## config.mk

```make
export PLATFORM = sky130hd
export DESIGN_NAME = dcache_plru
export DESIGN_NICKNAME = d
export VERILOG_FILES = /design/src/verilog/dcache_pkg.sv /design/src/verilog/dcache_plru.sv
export VERILOG_INCLUDE_DIRS = /design/src /design/src/verilog
export SDC_FILE = /design/constraint.sdc
export NUM_CORES = 1
export LEC_CHECK = 0
export BUFFER_PORTS_ARGS = -buffer_cell sky130_fd_sc_hd__buf_2
export CORE_ASPECT_RATIO = 1.4
export CORE_MARGIN = 2
export CORE_UTILIZATION = 50
export CTS_BUF_LIST = sky130_fd_sc_hd__clkbuf_8
export DETAILED_ROUTE_END_ITERATION = 12
export PLACE_DENSITY = 0.68
export SYNTH_ARGS = -nofsm -noshare
export SYNTH_HDL_FRONTEND = slang
export SYNTH_SLANG_ARGS = --single-unit
```

## constraint.sdc

```tcl
create_clock -name clk_i -period 2.2 [get_ports clk_i]
set_input_delay 0.44 -clock clk_i [delete_from_list [all_inputs] [get_ports clk_i]]
set_output_delay 0.44 -clock clk_i [all_outputs]
set_load 0.02 [all_outputs]
```

## src/verilog/dcache_defines.svh

```systemverilog
`ifndef DCACHE_DEFINES_SVH
`define DCACHE_DEFINES_SVH

// ==================================================
// Cache geometry
// ==================================================

// Processor word width
`define DC_XLEN        32
// One line moves as a single memory transfer
`define DC_LINE_BITS   128
// Associativity
`define DC_WAYS        4
// Number of sets
`define DC_SETS        64

// ==================================================
// Derived address field widths
// ==================================================

// Byte within a word
`define DC_BYTE_OFS    $clog2(`DC_XLEN / 8)
// Word within a line
`define DC_WORD_OFS    $clog2(`DC_LINE_BITS / `DC_XLEN)
// Set index
`define DC_INDEX_BITS  $clog2(`DC_SETS)
// Tag is whatever is left of the address
`define DC_TAG_BITS    (`DC_XLEN - `DC_INDEX_BITS - `DC_WORD_OFS - `DC_BYTE_OFS)
// Way number
`define DC_WAY_BITS    $clog2(`DC_WAYS)

`endif

```

## src/verilog/dcache_pkg.sv

```systemverilog
`include "dcache_defines.svh"

package dcache_pkg;

    // ==================================================
    // Scalar geometry types
    // ==================================================

    typedef logic [`DC_TAG_BITS-1:0]   dc_tag_t;
    typedef logic [`DC_INDEX_BITS-1:0] dc_index_t;
    typedef logic [`DC_WORD_OFS-1:0]   dc_word_ofs_t;
    typedef logic [`DC_WAY_BITS-1:0]   dc_way_t;
    typedef logic [`DC_XLEN-1:0]       dc_word_t;

    // Word 0 sits in the top bits of the line
    typedef logic [`DC_LINE_BITS-1:0]  dc_line_t;

    // ==================================================
    // Address views
    // ==================================================

    // Field view, MSB first
    typedef struct packed {
        dc_tag_t                 tag;
        dc_index_t               index;
        dc_word_ofs_t            word_ofs;
        logic [`DC_BYTE_OFS-1:0] byte_ofs;
    } dc_addr_fields_t;

    // Raw for the ports, fields for lookup and compare
    typedef union packed {
        logic [`DC_XLEN-1:0] raw;
        dc_addr_fields_t     fld;
    } dc_addr_u;

    // Tree bits of one set
    // Bit 0 picks the half, bit 1 ways 0/1, bit 2 ways 2/3
    typedef logic [2:0] dc_plru_t;

endpackage

```

## src/verilog/dcache_plru.sv

```systemverilog
`timescale 1ns/100ps
`include "dcache_defines.svh"

module dcache_plru
    import dcache_pkg::*;
(
    input  logic      clk_i,
    input  logic      rst_i,
    input  dc_index_t index_i,
    input  logic      touch_i,
    input  dc_way_t   way_i,
    output dc_way_t   victim_o
);

    dc_plru_t plru_q [`DC_SETS];
    dc_plru_t cur;

    assign cur = plru_q[index_i];

    // ==================================================
    // Victim walk down the tree
    // ==================================================

    always_comb
    begin
        if (!cur[0])
            victim_o = cur[1] ? dc_way_t'(1) : dc_way_t'(0);
        else
            victim_o = cur[2] ? dc_way_t'(3) : dc_way_t'(2);
    end

    // Point the tree away from the touched way
    always_ff @(posedge clk_i)
    begin
        if (rst_i)
        begin
            for (int s = 0; s < `DC_SETS; s++)
                plru_q[s] <= '0;
        end
        else if (touch_i)
        begin
            // Left half touched, look right next time
            plru_q[index_i][0] <= !way_i[1];
            if (!way_i[1])
                plru_q[index_i][1] <= !way_i[0];
            else
                plru_q[index_i][2] <= !way_i[0];
        end
    end

endmodule

```

==> run metrics <==
status finished with violations; failing checks negative setup slack; CP Data Arrival Time about 2.4 ns; cells along the critical path buf_6 > buf_12 > buf_12 > nor2_1 > buf_4 > buf_4 > and3_1 > a31o_2 > o31a_1 > and4bb_1 > mux2i_4 > buf_6; CP Launch Type primary input; endpoints failing setup 2; DRC errors left 0; most common cell after layout, fill and taps aside nand2_1; input/output buffers 12; Ys Warns 0; area of the multi-input gates slightly above 4000 sq um; Synth area leader edfxtp_1; Rel. slew slack 0.699; CP required about 1.8 ns; Placement Cell Area between 10000 and 15000 sq um; layout cells sized above 1 0.258; Comb pwr share 0.136; commonest cells after routing, fill and taps aside nand2_1, edfxtp_1, buf_4; CP max stage delay about 0.30 ns; Final Cell Area 12400 sq um; Area contributors post-synth edfxtp_1, nand2_1, nor2_1; Final Critical Period 2.88 ns; CTS Buf Count 17; WHS Path Cells 2; H-tree Lvls 4; Overflow after GRT 0; Initial DRC Count between 1000 and 1500; Cells after DPL roughly 1400; Die W 125 um; Largest Register plru_q; clock slew at reported path FFs between 0.1 and 0.15 ns; Root Driver clkbuf_8; Top Registers plru_q x192; Switch Pwr around 2.1 mW; post-synthesis sequential area ratio 0.564; MaxCap Viol Count 0; GP Congestion 0.989; Peak VDD IR between 0.0003 and 0.0004 V; CTS sink cnt around 190; initial antenna violation count 0; area of the core around 20000 sq um; syn_nets 1039; fill cell count 1637; Antenna Cells 0; Die Span Y approximately 170 um; fin cells approximately 1400; Final TNS setup -1.21 ns; Syn Area/Cell approximately 10 sq um; Synth top area share 0.564; Pre-antenna DRT Iters 6; actual slew at the worst max-slew pin between 0.4 and 0.5 ns; Post-DRT Antenna Nets 0; register area ~5800 sq um; pwr/cell area 619 nW/um^2; max-slew violations 0; worst hold endpoint plru_q[31][0]; Via density between 6 and 7; CP Capture Type output port; fin nets 1155; stages on the worst setup path 12; switching share of power 0.273; RSZ-0062 raised after global routing yes; vias in the first global route 8312; critical path class primary input to output port; Worst Slack Setup Final -0.678 ns; CTS tree yes; CP max stage cell and4bb_1; largest net degree at the start of global routing roughly 110; Synth Cell Area 10200 sq um; register bit total from synthesis approximately 190; final worst-path cycle share 1.31; dominant synthesized flop cell edfxtp_1; first-pass GRT wire length roughly 47 mm; Final Hold Fails 0; DIE AREA around 22000 sq um; hold_buf cts 0; WP buf/inv 6; Post-Synthesis Cells a little over 1000; Syn-to-layout area delta 21.0%; Final Util 0.619; CP delay by family, top buffers and inverters; number of flip-flops in the largest register 192; Initial Util 0.512; # IOs 13; pre-CTS setup slack -0.722 ns; synth unique cells between 60 and 70; hold crit path type primary input to register; Tot GR Track Use 0.281; clock power share 0.305; WL final approximately 30 mm; Vias around 8500; row count 61; CP Max Fanout 7; dpl hpwl roughly 20 mm; Fmax about 350 MHz; Reg power frac 0.559; ys async rst share 0; Int Power 5.57 mW; leakage power between 4 and 5 nW; mean routed wirelength per cell about 21 um; Clock Path Buffers 2; worst hold start way_i[1]; Post-synth EDFFs roughly 190
==> synthesized netlist by cell type (10+ instances only) <==
| cell type | n |
|---|---|
| buf_2 | 22 |
| mux2i_1 | 27 |
| nand3_1 | 66 |
| clkbuf_1 | 68 |
| a22oi_1 | 13 |
| edfxtp_1 | 192 |
| o22ai_1 | 10 |
| nand2_1 | 203 |
| nor3_1 | 49 |
| mux4_2 | 11 |
| a221oi_1 | 15 |
| nor2_1 | 160 |
| o21ai_0 | 70 |
==> per-layer routing <==
metal,part of all wire,global-route usage,wire (um)
met3,0.070,0.0432,2100
met1,0.38,0.358,11300
met5,0,0,0
met2,0.50,0.467,15000
met4,0.050,0.149,1490
==> what timing repair did <==
item,in CTS,in global routing
endpoints found under the setup margin,2,13
resized for setup,18,24
cloned,2,0
setup buffers,8,3
pin swaps,9,3
==> how the worst max path moves through the flow <==
stage	end	startpoint	slack, ns
2_1_floorplan	victim_o[0]	index_i[1]	-0.22
3_3_place_gp	victim_o[0]	index_i[0]	-0.71
3_5_place_dp	victim_o[0]	index_i[2]	-0.72
4_1_cts	victim_o[0]	plru_q[6][2]	-0.66
5_1_grt	victim_o[0]	plru_q[30][2]	-0.73
6_report	victim_o[0]	index_i[1]	-0.68
==> power by group through the flow <==
| stage | clock network (mW) | logic [mW] | registers (mW) |
|---|---|---|---|
| final | 2.34 | 1.04 | 4.28 |
| after global routing | 2.49 | 1.11 | 4.29 |
| after CTS | 2.36 | 0.999 | 4.28 |
| after detailed placement | 0 | 0.942 | 4.36 |
| after global placement | 0 | 0.926 | 4.36 |
| after floorplan | 0 | 0.586 | 4.31 |
==> cell families (layout without fill, tap and decap cells) <==
group           after synthesis  count (layout)  share of synthesized area
compound gates              149             149                     0.0951
flops                       192             192                      0.564
mux                          47              47                     0.0613
simple gates                531             531                      0.230
buf+inv                     109             238                     0.0504
==> cell type report <==
cell class                      count  area share
Timing Repair Buffer              202       0.145
Clock buffer                       17      0.0189
Inverter                            4     0.00141
Sequential cell                   192       0.466
Clock inverter                     15      0.0120
Multi-Input combinational cell    727       0.331
Tap cell                          252      0.0255
==> per-stage QoR <==
stage / hold slack [ns] / power, mW
final: 0.406 / 7.66
after global routing: 0.409 / 7.89
after CTS: 0.385 / 7.64
after detailed placement: 0.918 / 5.30
after global placement: 0.912 / 5.29
after floorplan: 0.863 / 4.89
No activity file was read; power rests on OpenSTA's default activity.
