**src/verilog/dcache_defines.svh**
```systemverilog
`ifndef DCACHE_DEFINES_SVH
`define DCACHE_DEFINES_SVH

// ==================================================
// Cache geometry
// ==================================================

// Processor word width
`define DC_XLEN        32
// One line moves as a single memory transfer
`define DC_LINE_BITS   128
// Associativity
`define DC_WAYS        4
// Number of sets
`define DC_SETS        64

// ==================================================
// Derived address field widths
// ==================================================

// Byte within a word
`define DC_BYTE_OFS    $clog2(`DC_XLEN / 8)
// Word within a line
`define DC_WORD_OFS    $clog2(`DC_LINE_BITS / `DC_XLEN)
// Set index
`define DC_INDEX_BITS  $clog2(`DC_SETS)
// Tag is whatever is left of the address
`define DC_TAG_BITS    (`DC_XLEN - `DC_INDEX_BITS - `DC_WORD_OFS - `DC_BYTE_OFS)
// Way number
`define DC_WAY_BITS    $clog2(`DC_WAYS)

`endif

```
**src/verilog/dcache_pkg.sv**
```systemverilog
`include "dcache_defines.svh"

package dcache_pkg;

    // ==================================================
    // Scalar geometry types
    // ==================================================

    typedef logic [`DC_TAG_BITS-1:0]   dc_tag_t;
    typedef logic [`DC_INDEX_BITS-1:0] dc_index_t;
    typedef logic [`DC_WORD_OFS-1:0]   dc_word_ofs_t;
    typedef logic [`DC_WAY_BITS-1:0]   dc_way_t;
    typedef logic [`DC_XLEN-1:0]       dc_word_t;

    // Word 0 sits in the top bits of the line
    typedef logic [`DC_LINE_BITS-1:0]  dc_line_t;

    // ==================================================
    // Address views
    // ==================================================

    // Field view, MSB first
    typedef struct packed {
        dc_tag_t                 tag;
        dc_index_t               index;
        dc_word_ofs_t            word_ofs;
        logic [`DC_BYTE_OFS-1:0] byte_ofs;
    } dc_addr_fields_t;

    // Raw for the ports, fields for lookup and compare
    typedef union packed {
        logic [`DC_XLEN-1:0] raw;
        dc_addr_fields_t     fld;
    } dc_addr_u;

    // Tree bits of one set
    // Bit 0 picks the half, bit 1 ways 0/1, bit 2 ways 2/3
    typedef logic [2:0] dc_plru_t;

endpackage

```
**src/verilog/dcache_bus_pkg.sv**
```systemverilog
`include "dcache_defines.svh"

package dcache_bus_pkg;

    import dcache_pkg::*;

    // ==================================================
    // Processor side, one word per request
    // ==================================================

    typedef struct packed {
        // 0 read, 1 write
        logic                     rw;
        logic [`DC_XLEN/8-1:0]    byte_en;
        dc_addr_u                 addr;
        dc_word_t                 wdata;
    } proc_req_t;

    // ==================================================
    // Memory side, whole lines only
    // ==================================================

    typedef struct packed {
        // 1 for victim write-back
        logic                     rw;
        // Always line aligned
        dc_addr_u                 addr;
        dc_line_t                 wline;
    } mem_req_t;

endpackage

```
**src/verilog/dcache_ctrl.sv**
```systemverilog
`timescale 1ns/100ps

module dcache_ctrl
    import dcache_pkg::*;
    import dcache_bus_pkg::*;
(
    input  logic      clk_i,
    input  logic      rst_i,
    // Processor port
    input  logic      p_strobe_i,
    input  proc_req_t p_req_i,
    output dc_word_t  p_rdata_o,
    output logic      p_ready_o,
    // Memory port
    output logic      m_strobe_o,
    output mem_req_t  m_req_o,
    input  dc_line_t  m_rdata_i,
    input  logic      m_ready_i,
    // Lookup
    output dc_index_t index_o,
    output dc_tag_t   tag_o,
    input  logic      hit_i,
    input  dc_way_t   hit_way_i,
    input  dc_way_t   victim_way_i,
    input  dc_tag_t   victim_tag_i,
    input  logic      victim_dirty_i,
    // Line storage
    input  dc_line_t  line_rd_i,
    output dc_way_t   line_sel_way_o,
    output logic      line_we_o,
    output dc_way_t   wr_way_o,
    output dc_line_t  wr_line_o,
    output logic      set_dirty_o,
    output logic      fill_o,
    output logic      touch_o,
    // Merge path
    output dc_line_t  merge_src_o,
    output proc_req_t merge_req_o,
    input  dc_line_t  merged_line_i,
    input  dc_word_t  rd_word_i
);

    typedef enum logic [2:0] {
        st_idle,
        st_lookup,
        st_writeback,
        st_fill,
        st_fill_done
    } state_t;

    state_t    state_q;
    state_t    state_nxt;
    proc_req_t req_q;
    dc_line_t  fill_q;
    dc_way_t   victim_q;
    logic      sent_q;
    logic      issue;
    dc_addr_u  line_addr;
    mem_req_t  m_req_q;

    // ==================================================
    // Request FSM
    // ==================================================

    always_ff @(posedge clk_i)
    begin
        if (rst_i)
            state_q <= st_idle;
        else
            state_q <= state_nxt;
    end

    always_comb
    begin
        state_nxt = state_q;
        case (state_q)
            st_idle:
                if (p_strobe_i)
                    state_nxt = st_lookup;
            st_lookup:
                if (hit_i)
                    state_nxt = st_idle;
                else
                    // Dirty victim goes out before the refill
                    state_nxt = victim_dirty_i ? st_writeback : st_fill;
            st_writeback:
                if (m_ready_i)
                    state_nxt = st_fill;
            st_fill:
                if (m_ready_i)
                    state_nxt = st_fill_done;
            default:
                state_nxt = st_idle;
        endcase
    end

    // Request captured at the accepted strobe
    always_ff @(posedge clk_i)
    begin
        if (state_q == st_idle && p_strobe_i)
            req_q <= p_req_i;
        // Victim from current pLRU bits, held through refill
        if (state_q == st_lookup)
            victim_q <= victim_way_i;
        if (state_q == st_fill && m_ready_i)
            fill_q <= m_rdata_i;
    end

    // Live index in the strobe cycle so the RAMs answer in LOOKUP
    assign index_o = (state_q == st_idle && p_strobe_i) ? p_req_i.addr.fld.index
                                                         : req_q.addr.fld.index;
    assign tag_o   = req_q.addr.fld.tag;

    // ==================================================
    // Memory port
    // ==================================================

    // Line address of the victim or of the missing line
    always_comb
    begin
        line_addr.fld.tag      = (state_q == st_writeback) ? victim_tag_i : req_q.addr.fld.tag;
        line_addr.fld.index    = req_q.addr.fld.index;
        line_addr.fld.word_ofs = '0;
        line_addr.fld.byte_ofs = '0;
    end

    // One transfer per WRITEBACK or FILL visit
    assign issue = (state_q == st_writeback || state_q == st_fill) && !sent_q;

    always_ff @(posedge clk_i)
    begin
        if (rst_i)
        begin
            m_strobe_o <= 1'b0;
            sent_q     <= 1'b0;
        end
        else
        begin
            m_strobe_o <= issue;
            if (issue)
                sent_q <= 1'b1;
            else if (m_ready_i)
                sent_q <= 1'b0;
        end
    end

    // Held from the strobe until m_ready_i
    always_ff @(posedge clk_i)
    begin
        if (issue)
        begin
            m_req_q.rw    <= (state_q == st_writeback);
            m_req_q.addr  <= line_addr;
            m_req_q.wline <= (state_q == st_writeback) ? line_rd_i : '0;
        end
    end

    assign m_req_o = m_req_q;

    // ==================================================
    // Cache updates and processor response
    // ==================================================

    // Hit way in LOOKUP, victim way otherwise
    assign line_sel_way_o = (state_q == st_lookup) ? hit_way_i : victim_q;
    assign wr_way_o       = line_sel_way_o;

    assign merge_src_o = (state_q == st_fill_done) ? fill_q : line_rd_i;
    assign merge_req_o = req_q;

    assign fill_o      = (state_q == st_fill_done);
    assign line_we_o   = (state_q == st_lookup && hit_i && req_q.rw) || fill_o;
    assign set_dirty_o = req_q.rw;
    // Raw refill for reads, merged line for writes
    assign wr_line_o   = (fill_o && !req_q.rw) ? fill_q : merged_line_i;

    assign p_ready_o = (state_q == st_lookup && hit_i) || fill_o;
    assign touch_o   = p_ready_o;
    assign p_rdata_o = (p_ready_o && !req_q.rw) ? rd_word_i : '0;

endmodule

```
**config.mk**
```make
export PLATFORM = sky130hd
export DESIGN_NAME = dcache_ctrl
export DESIGN_NICKNAME = d
export VERILOG_FILES = /design/src/verilog/dcache_pkg.sv /design/src/verilog/dcache_bus_pkg.sv /design/src/verilog/dcache_ctrl.sv
export VERILOG_INCLUDE_DIRS = /design/src /design/src/verilog
export SDC_FILE = /design/constraint.sdc
export NUM_CORES = 1
export LEC_CHECK = 0
export BUFFER_PORTS_ARGS = -buffer_cell sky130_fd_sc_hd__buf_2
export CORE_AREA = 2 2 421 423
export DETAILED_ROUTE_END_ITERATION = 12
export DIE_AREA = 0 0 423 425
export SLEW_MARGIN = 10
export SYNTH_ARGS = -nofsm -noshare
export SYNTH_HDL_FRONTEND = slang
export SYNTH_SLANG_ARGS = --single-unit
```
**constraint.sdc**
```tcl
create_clock -name clk_i -period 8.9 [get_ports clk_i]
set_clock_uncertainty 0.2 [all_clocks]
set_input_delay 0.89 -clock clk_i [delete_from_list [all_inputs] [get_ports clk_i]]
set_output_delay 0.89 -clock clk_i [all_outputs]
set_load 0.005 [all_outputs]
```
==> flow_metrics.env <==
export IMPL_run_status="complete, no violations"
export IMPL_gp_congestion=0.986
export IMPL_synth_warnings=0
export IMPL_final_net_count=2489
export IMPL_drt_iter0_drc=1153
export IMPL_seq_area_frac_synth_pct=68.5
export IMPL_drv_max_cap_violation_count=0
export IMPL_cp_end_kind="output port"
export IMPL_synthesis_area_um2=15800
export IMPL_cts_resized_gates=0
export IMPL_p_leak_nw=10.0
export IMPL_postSynthRegisterBits=361
export IMPL_num_io_pins=1073
export IMPL_number_of_antenna_violations_at_the_first_check_in_global_routing=138
export IMPL_layout_cells_most_common_list="sky130_fd_sc_hd__buf_2 (1,068), sky130_fd_sc_hd__edfxtp_1 (356), sky130_fd_sc_hd__mux2_2 (277)"
export IMPL_final_max_slew_viol_count=0
export IMPL_numPortBuffers=1068
export IMPL_worst_ep_required_time_ps=7810
export IMPL_layout_min_cycle_time_ps=5310
export IMPL_synth_compound_gate_area_share_pct=0.429
export IMPL_std_cell_rows=154
export IMPL_die_area_um2=180000
export IMPL_worst_slew_margin_rel_pct=22.5
export IMPL_path_clk_slew_ps=60
export IMPL_timing_critical_path_cells="nor3b_4 -> buf_4 -> buf_4 -> buf_4 -> mux2_2 -> buf_2"
export IMPL_insertion_delay_ps=620
export IMPL_hpwl_mm=108
export IMPL_startpoint_type="flip-flop"
export IMPL_synth_area_per_cell_um2=17.1
export IMPL_max_vdd_ir_drop_mv=0.122
export IMPL_muxShareOfSynthArea_pct=20.5
export IMPL_dr_pass1_iters=5
export IMPL_die_w_um=423
export IMPL_core_area_um2=175000
export IMPL_post_synth_num_cell_types=30
export IMPL_stdcell_count=4389
export IMPL_syn_to_final_growth_pct=61.5
export IMPL_slew_at_the_pin_closest_to_its_max_slew_limit_ps=1160
export IMPL_clk_path_buf_depth=3
export IMPL_final_util_pct=14.5
export IMPL_wl_per_cell_um=28.8
export IMPL_maximum_number_of_pins_on_one_net_before_global_route_repair=112
export IMPL_power_density_nw_per_um2=186
export IMPL_crit_slowest_cell="sky130_fd_sc_hd__buf_4"
export IMPL_synth_xor_area_share_pct=0
export IMPL_die_height_um=425
export IMPL_tritoncts_num_buffers=49
export IMPL_tritoncts_clock_tree="yes"
export IMPL_setup_total_negative_slack_ps=0
export IMPL_cts_repair_timing_setup_buffer_count=0
export IMPL_clock_sinks=361
export IMPL_global_route_wire_length_before_repair_mm=152
export IMPL_final_period_utilization_pct=59.6
export IMPL_placedInstanceArea_um2=23700
export IMPL_layout_commonest_cell="sky130_fd_sc_hd__buf_2"
export IMPL_detail_route_antenna_nets=0
export IMPL_final_setup_viol_count=0
export IMPL_worst_path_max_fanout=51
export IMPL_max_clock_freq_ghz=0.188
export IMPL_detail_route_drc_violations=0
export IMPL_grt_ovf=0
export IMPL_vias=13600
export IMPL_cts_root_buf="sky130_fd_sc_hd__clkbuf_16"
export IMPL_clock_tree_htree_level_count=2
export IMPL_synth_simple_gate_area_share_pct=7.07
export IMPL_cts_hold_repair_buffers=0
export IMPL_place_worst_setup_slack_ps=4270
export IMPL_synth_top_family_by_area="multiplexers"
export IMPL_placed_cells_incl_taps=4261
export IMPL_cp_num_buf_inv=4
export IMPL_finalInstanceArea_um2=25400
export IMPL_worst_setup_path_type="flip-flop to output port"
export IMPL_synth_fa_ha_area_share_pct=0
export IMPL_cpPeakStageDelay_ps=670
export IMPL_finalHoldViolations=0
export IMPL_post_route_cells_drive_above_1_share_pct=71.7
export IMPL_cp_data_arrival_time_ps=4220
export IMPL_worst_hold_slack_ps=224
export IMPL_crit_top_cell="sky130_fd_sc_hd__buf_4"
export IMPL_grt_setup_unrepaired="no"
export IMPL_layout_setup_ws_ps=3590
export IMPL_grt_pass1_vias=12800
export IMPL_total_wire_length_mm=126
export IMPL_floorplan_initialDensity_pct=8.98
export IMPL_route_detailed_vias_per_inst=3.09
export IMPL_groute_usage_overall_pct=13.3
export IMPL_hp_class="primary input to flip-flop"
export IMPL_design_power_total_mw=4.74
export IMPL_synth_cells=922
export IMPL_family_of_cells_with_the_greatest_summed_delay_on_the_critical_path="buffers and inverters"
synth_stat cells:
| cell type | count | area share [%] |
|---|---|---|
| sky130_fd_sc_hd__conb_1 | 1 | 0.024 |
| sky130_fd_sc_hd__nor2_1 | 5 | 0.12 |
| sky130_fd_sc_hd__edfxtp_1 | 356 | 68 |
| sky130_fd_sc_hd__nor4b_2 | 1 | 0.095 |
| sky130_fd_sc_hd__buf_2 | 19 | 0.60 |
| sky130_fd_sc_hd__inv_1 | 1 | 0.024 |
| sky130_fd_sc_hd__nor3b_2 | 1 | 0.079 |
| sky130_fd_sc_hd__a31o_2 | 1 | 0.056 |
| sky130_fd_sc_hd__buf_6 | 2 | 0.14 |
| sky130_fd_sc_hd__a21o_1 | 1 | 0.048 |
| sky130_fd_sc_hd__mux2_1 | 10 | 0.71 |
| sky130_fd_sc_hd__nor2_2 | 1 | 0.040 |
| sky130_fd_sc_hd__mux2_2 | 277 | 20 |
| sky130_fd_sc_hd__and2b_1 | 1 | 0.048 |
| sky130_fd_sc_hd__nand2_1 | 1 | 0.024 |
| sky130_fd_sc_hd__nor3b_1 | 1 | 0.048 |
| sky130_fd_sc_hd__a32o_1 | 1 | 0.064 |
| sky130_fd_sc_hd__clkbuf_1 | 17 | 0.41 |
| sky130_fd_sc_hd__dfxtp_1 | 5 | 0.64 |
| sky130_fd_sc_hd__o31ai_1 | 1 | 0.048 |
| sky130_fd_sc_hd__nor2b_1 | 1 | 0.040 |
| sky130_fd_sc_hd__nand2b_1 | 2 | 0.079 |
| sky130_fd_sc_hd__o31a_1 | 1 | 0.056 |
| sky130_fd_sc_hd__and2_1 | 160 | 6.4 |
| sky130_fd_sc_hd__nor3_1 | 3 | 0.095 |
| sky130_fd_sc_hd__nand3b_1 | 1 | 0.048 |
| sky130_fd_sc_hd__a211oi_1 | 1 | 0.048 |
| sky130_fd_sc_hd__a311oi_1 | 1 | 0.056 |
| sky130_fd_sc_hd__a2111oi_0 | 1 | 0.056 |
| sky130_fd_sc_hd__buf_4 | 48 | 2.3 |
worst reg2reg max path, stage by stage, from the launching register on:
cell and delay, ps:
sky130_fd_sc_hd__dfxtp_1 640, sky130_fd_sc_hd__nand2b_1 380, sky130_fd_sc_hd__nor2_4 150, sky130_fd_sc_hd__buf_4 560, sky130_fd_sc_hd__buf_4 870
where the power goes:
group	switching [mW]	total [mW]	internal, mW
Clock	0.866	2.11	1.24
Combinational	0.343	0.602	0.260
Sequential	0.0610	2.03	1.97
worst paths after layout:
| path | startpoint | endpoint | slack [ps] | cells past startpoint |
|---|---|---|---|---|
| min reg2reg | merge_req_o[37] | m_req_o[133] | 300 | 0 |
| min | p_req_i[30] | merge_req_o[30] | 220 | 1 |
| max reg2reg | state_q[1] | m_req_o[112] | 5590 | 4 |
| max | state_q[2] | merge_src_o[46] | 3590 | 6 |
area by class of cell:
cell class	instances	area (µm²)
diodes	37	92.6
clock buffers	57	1280
clock inverters	34	402
fillers	19700	150000
inverters	1	3.75
multi-input cells	477	4480
flip-flops and latches	361	10800
well taps	2340	2930
repair buffers	1082	5460
kinds of logic after synthesis:
group | count (synthesis)
DFF | 361
AOI/OAI and AO/OA | 8
muxes | 287
and+or+nand+nor | 178
buffers and inverters | 87
other | 1
flip-flops by register name, indices dropped and copies added (netlist names):
signal,cells
set_dirty_o,1
m_strobe_o,1
victim_q,2
state_q,3
sent_q,1
m_req_o,157
merge_req_o,68
fill_q,128
routing by layer:
layer	vias to the layer above	share of wire, %	GRT usage [%]
met2	1058	47	21.5
met5	-	0.18	0.423
met3	205	10	4.58
met4	20	2.7	3.99
met1	6696	40	16.6
li1	5574	-	-
No activity file was read; power rests on OpenSTA's default activity.
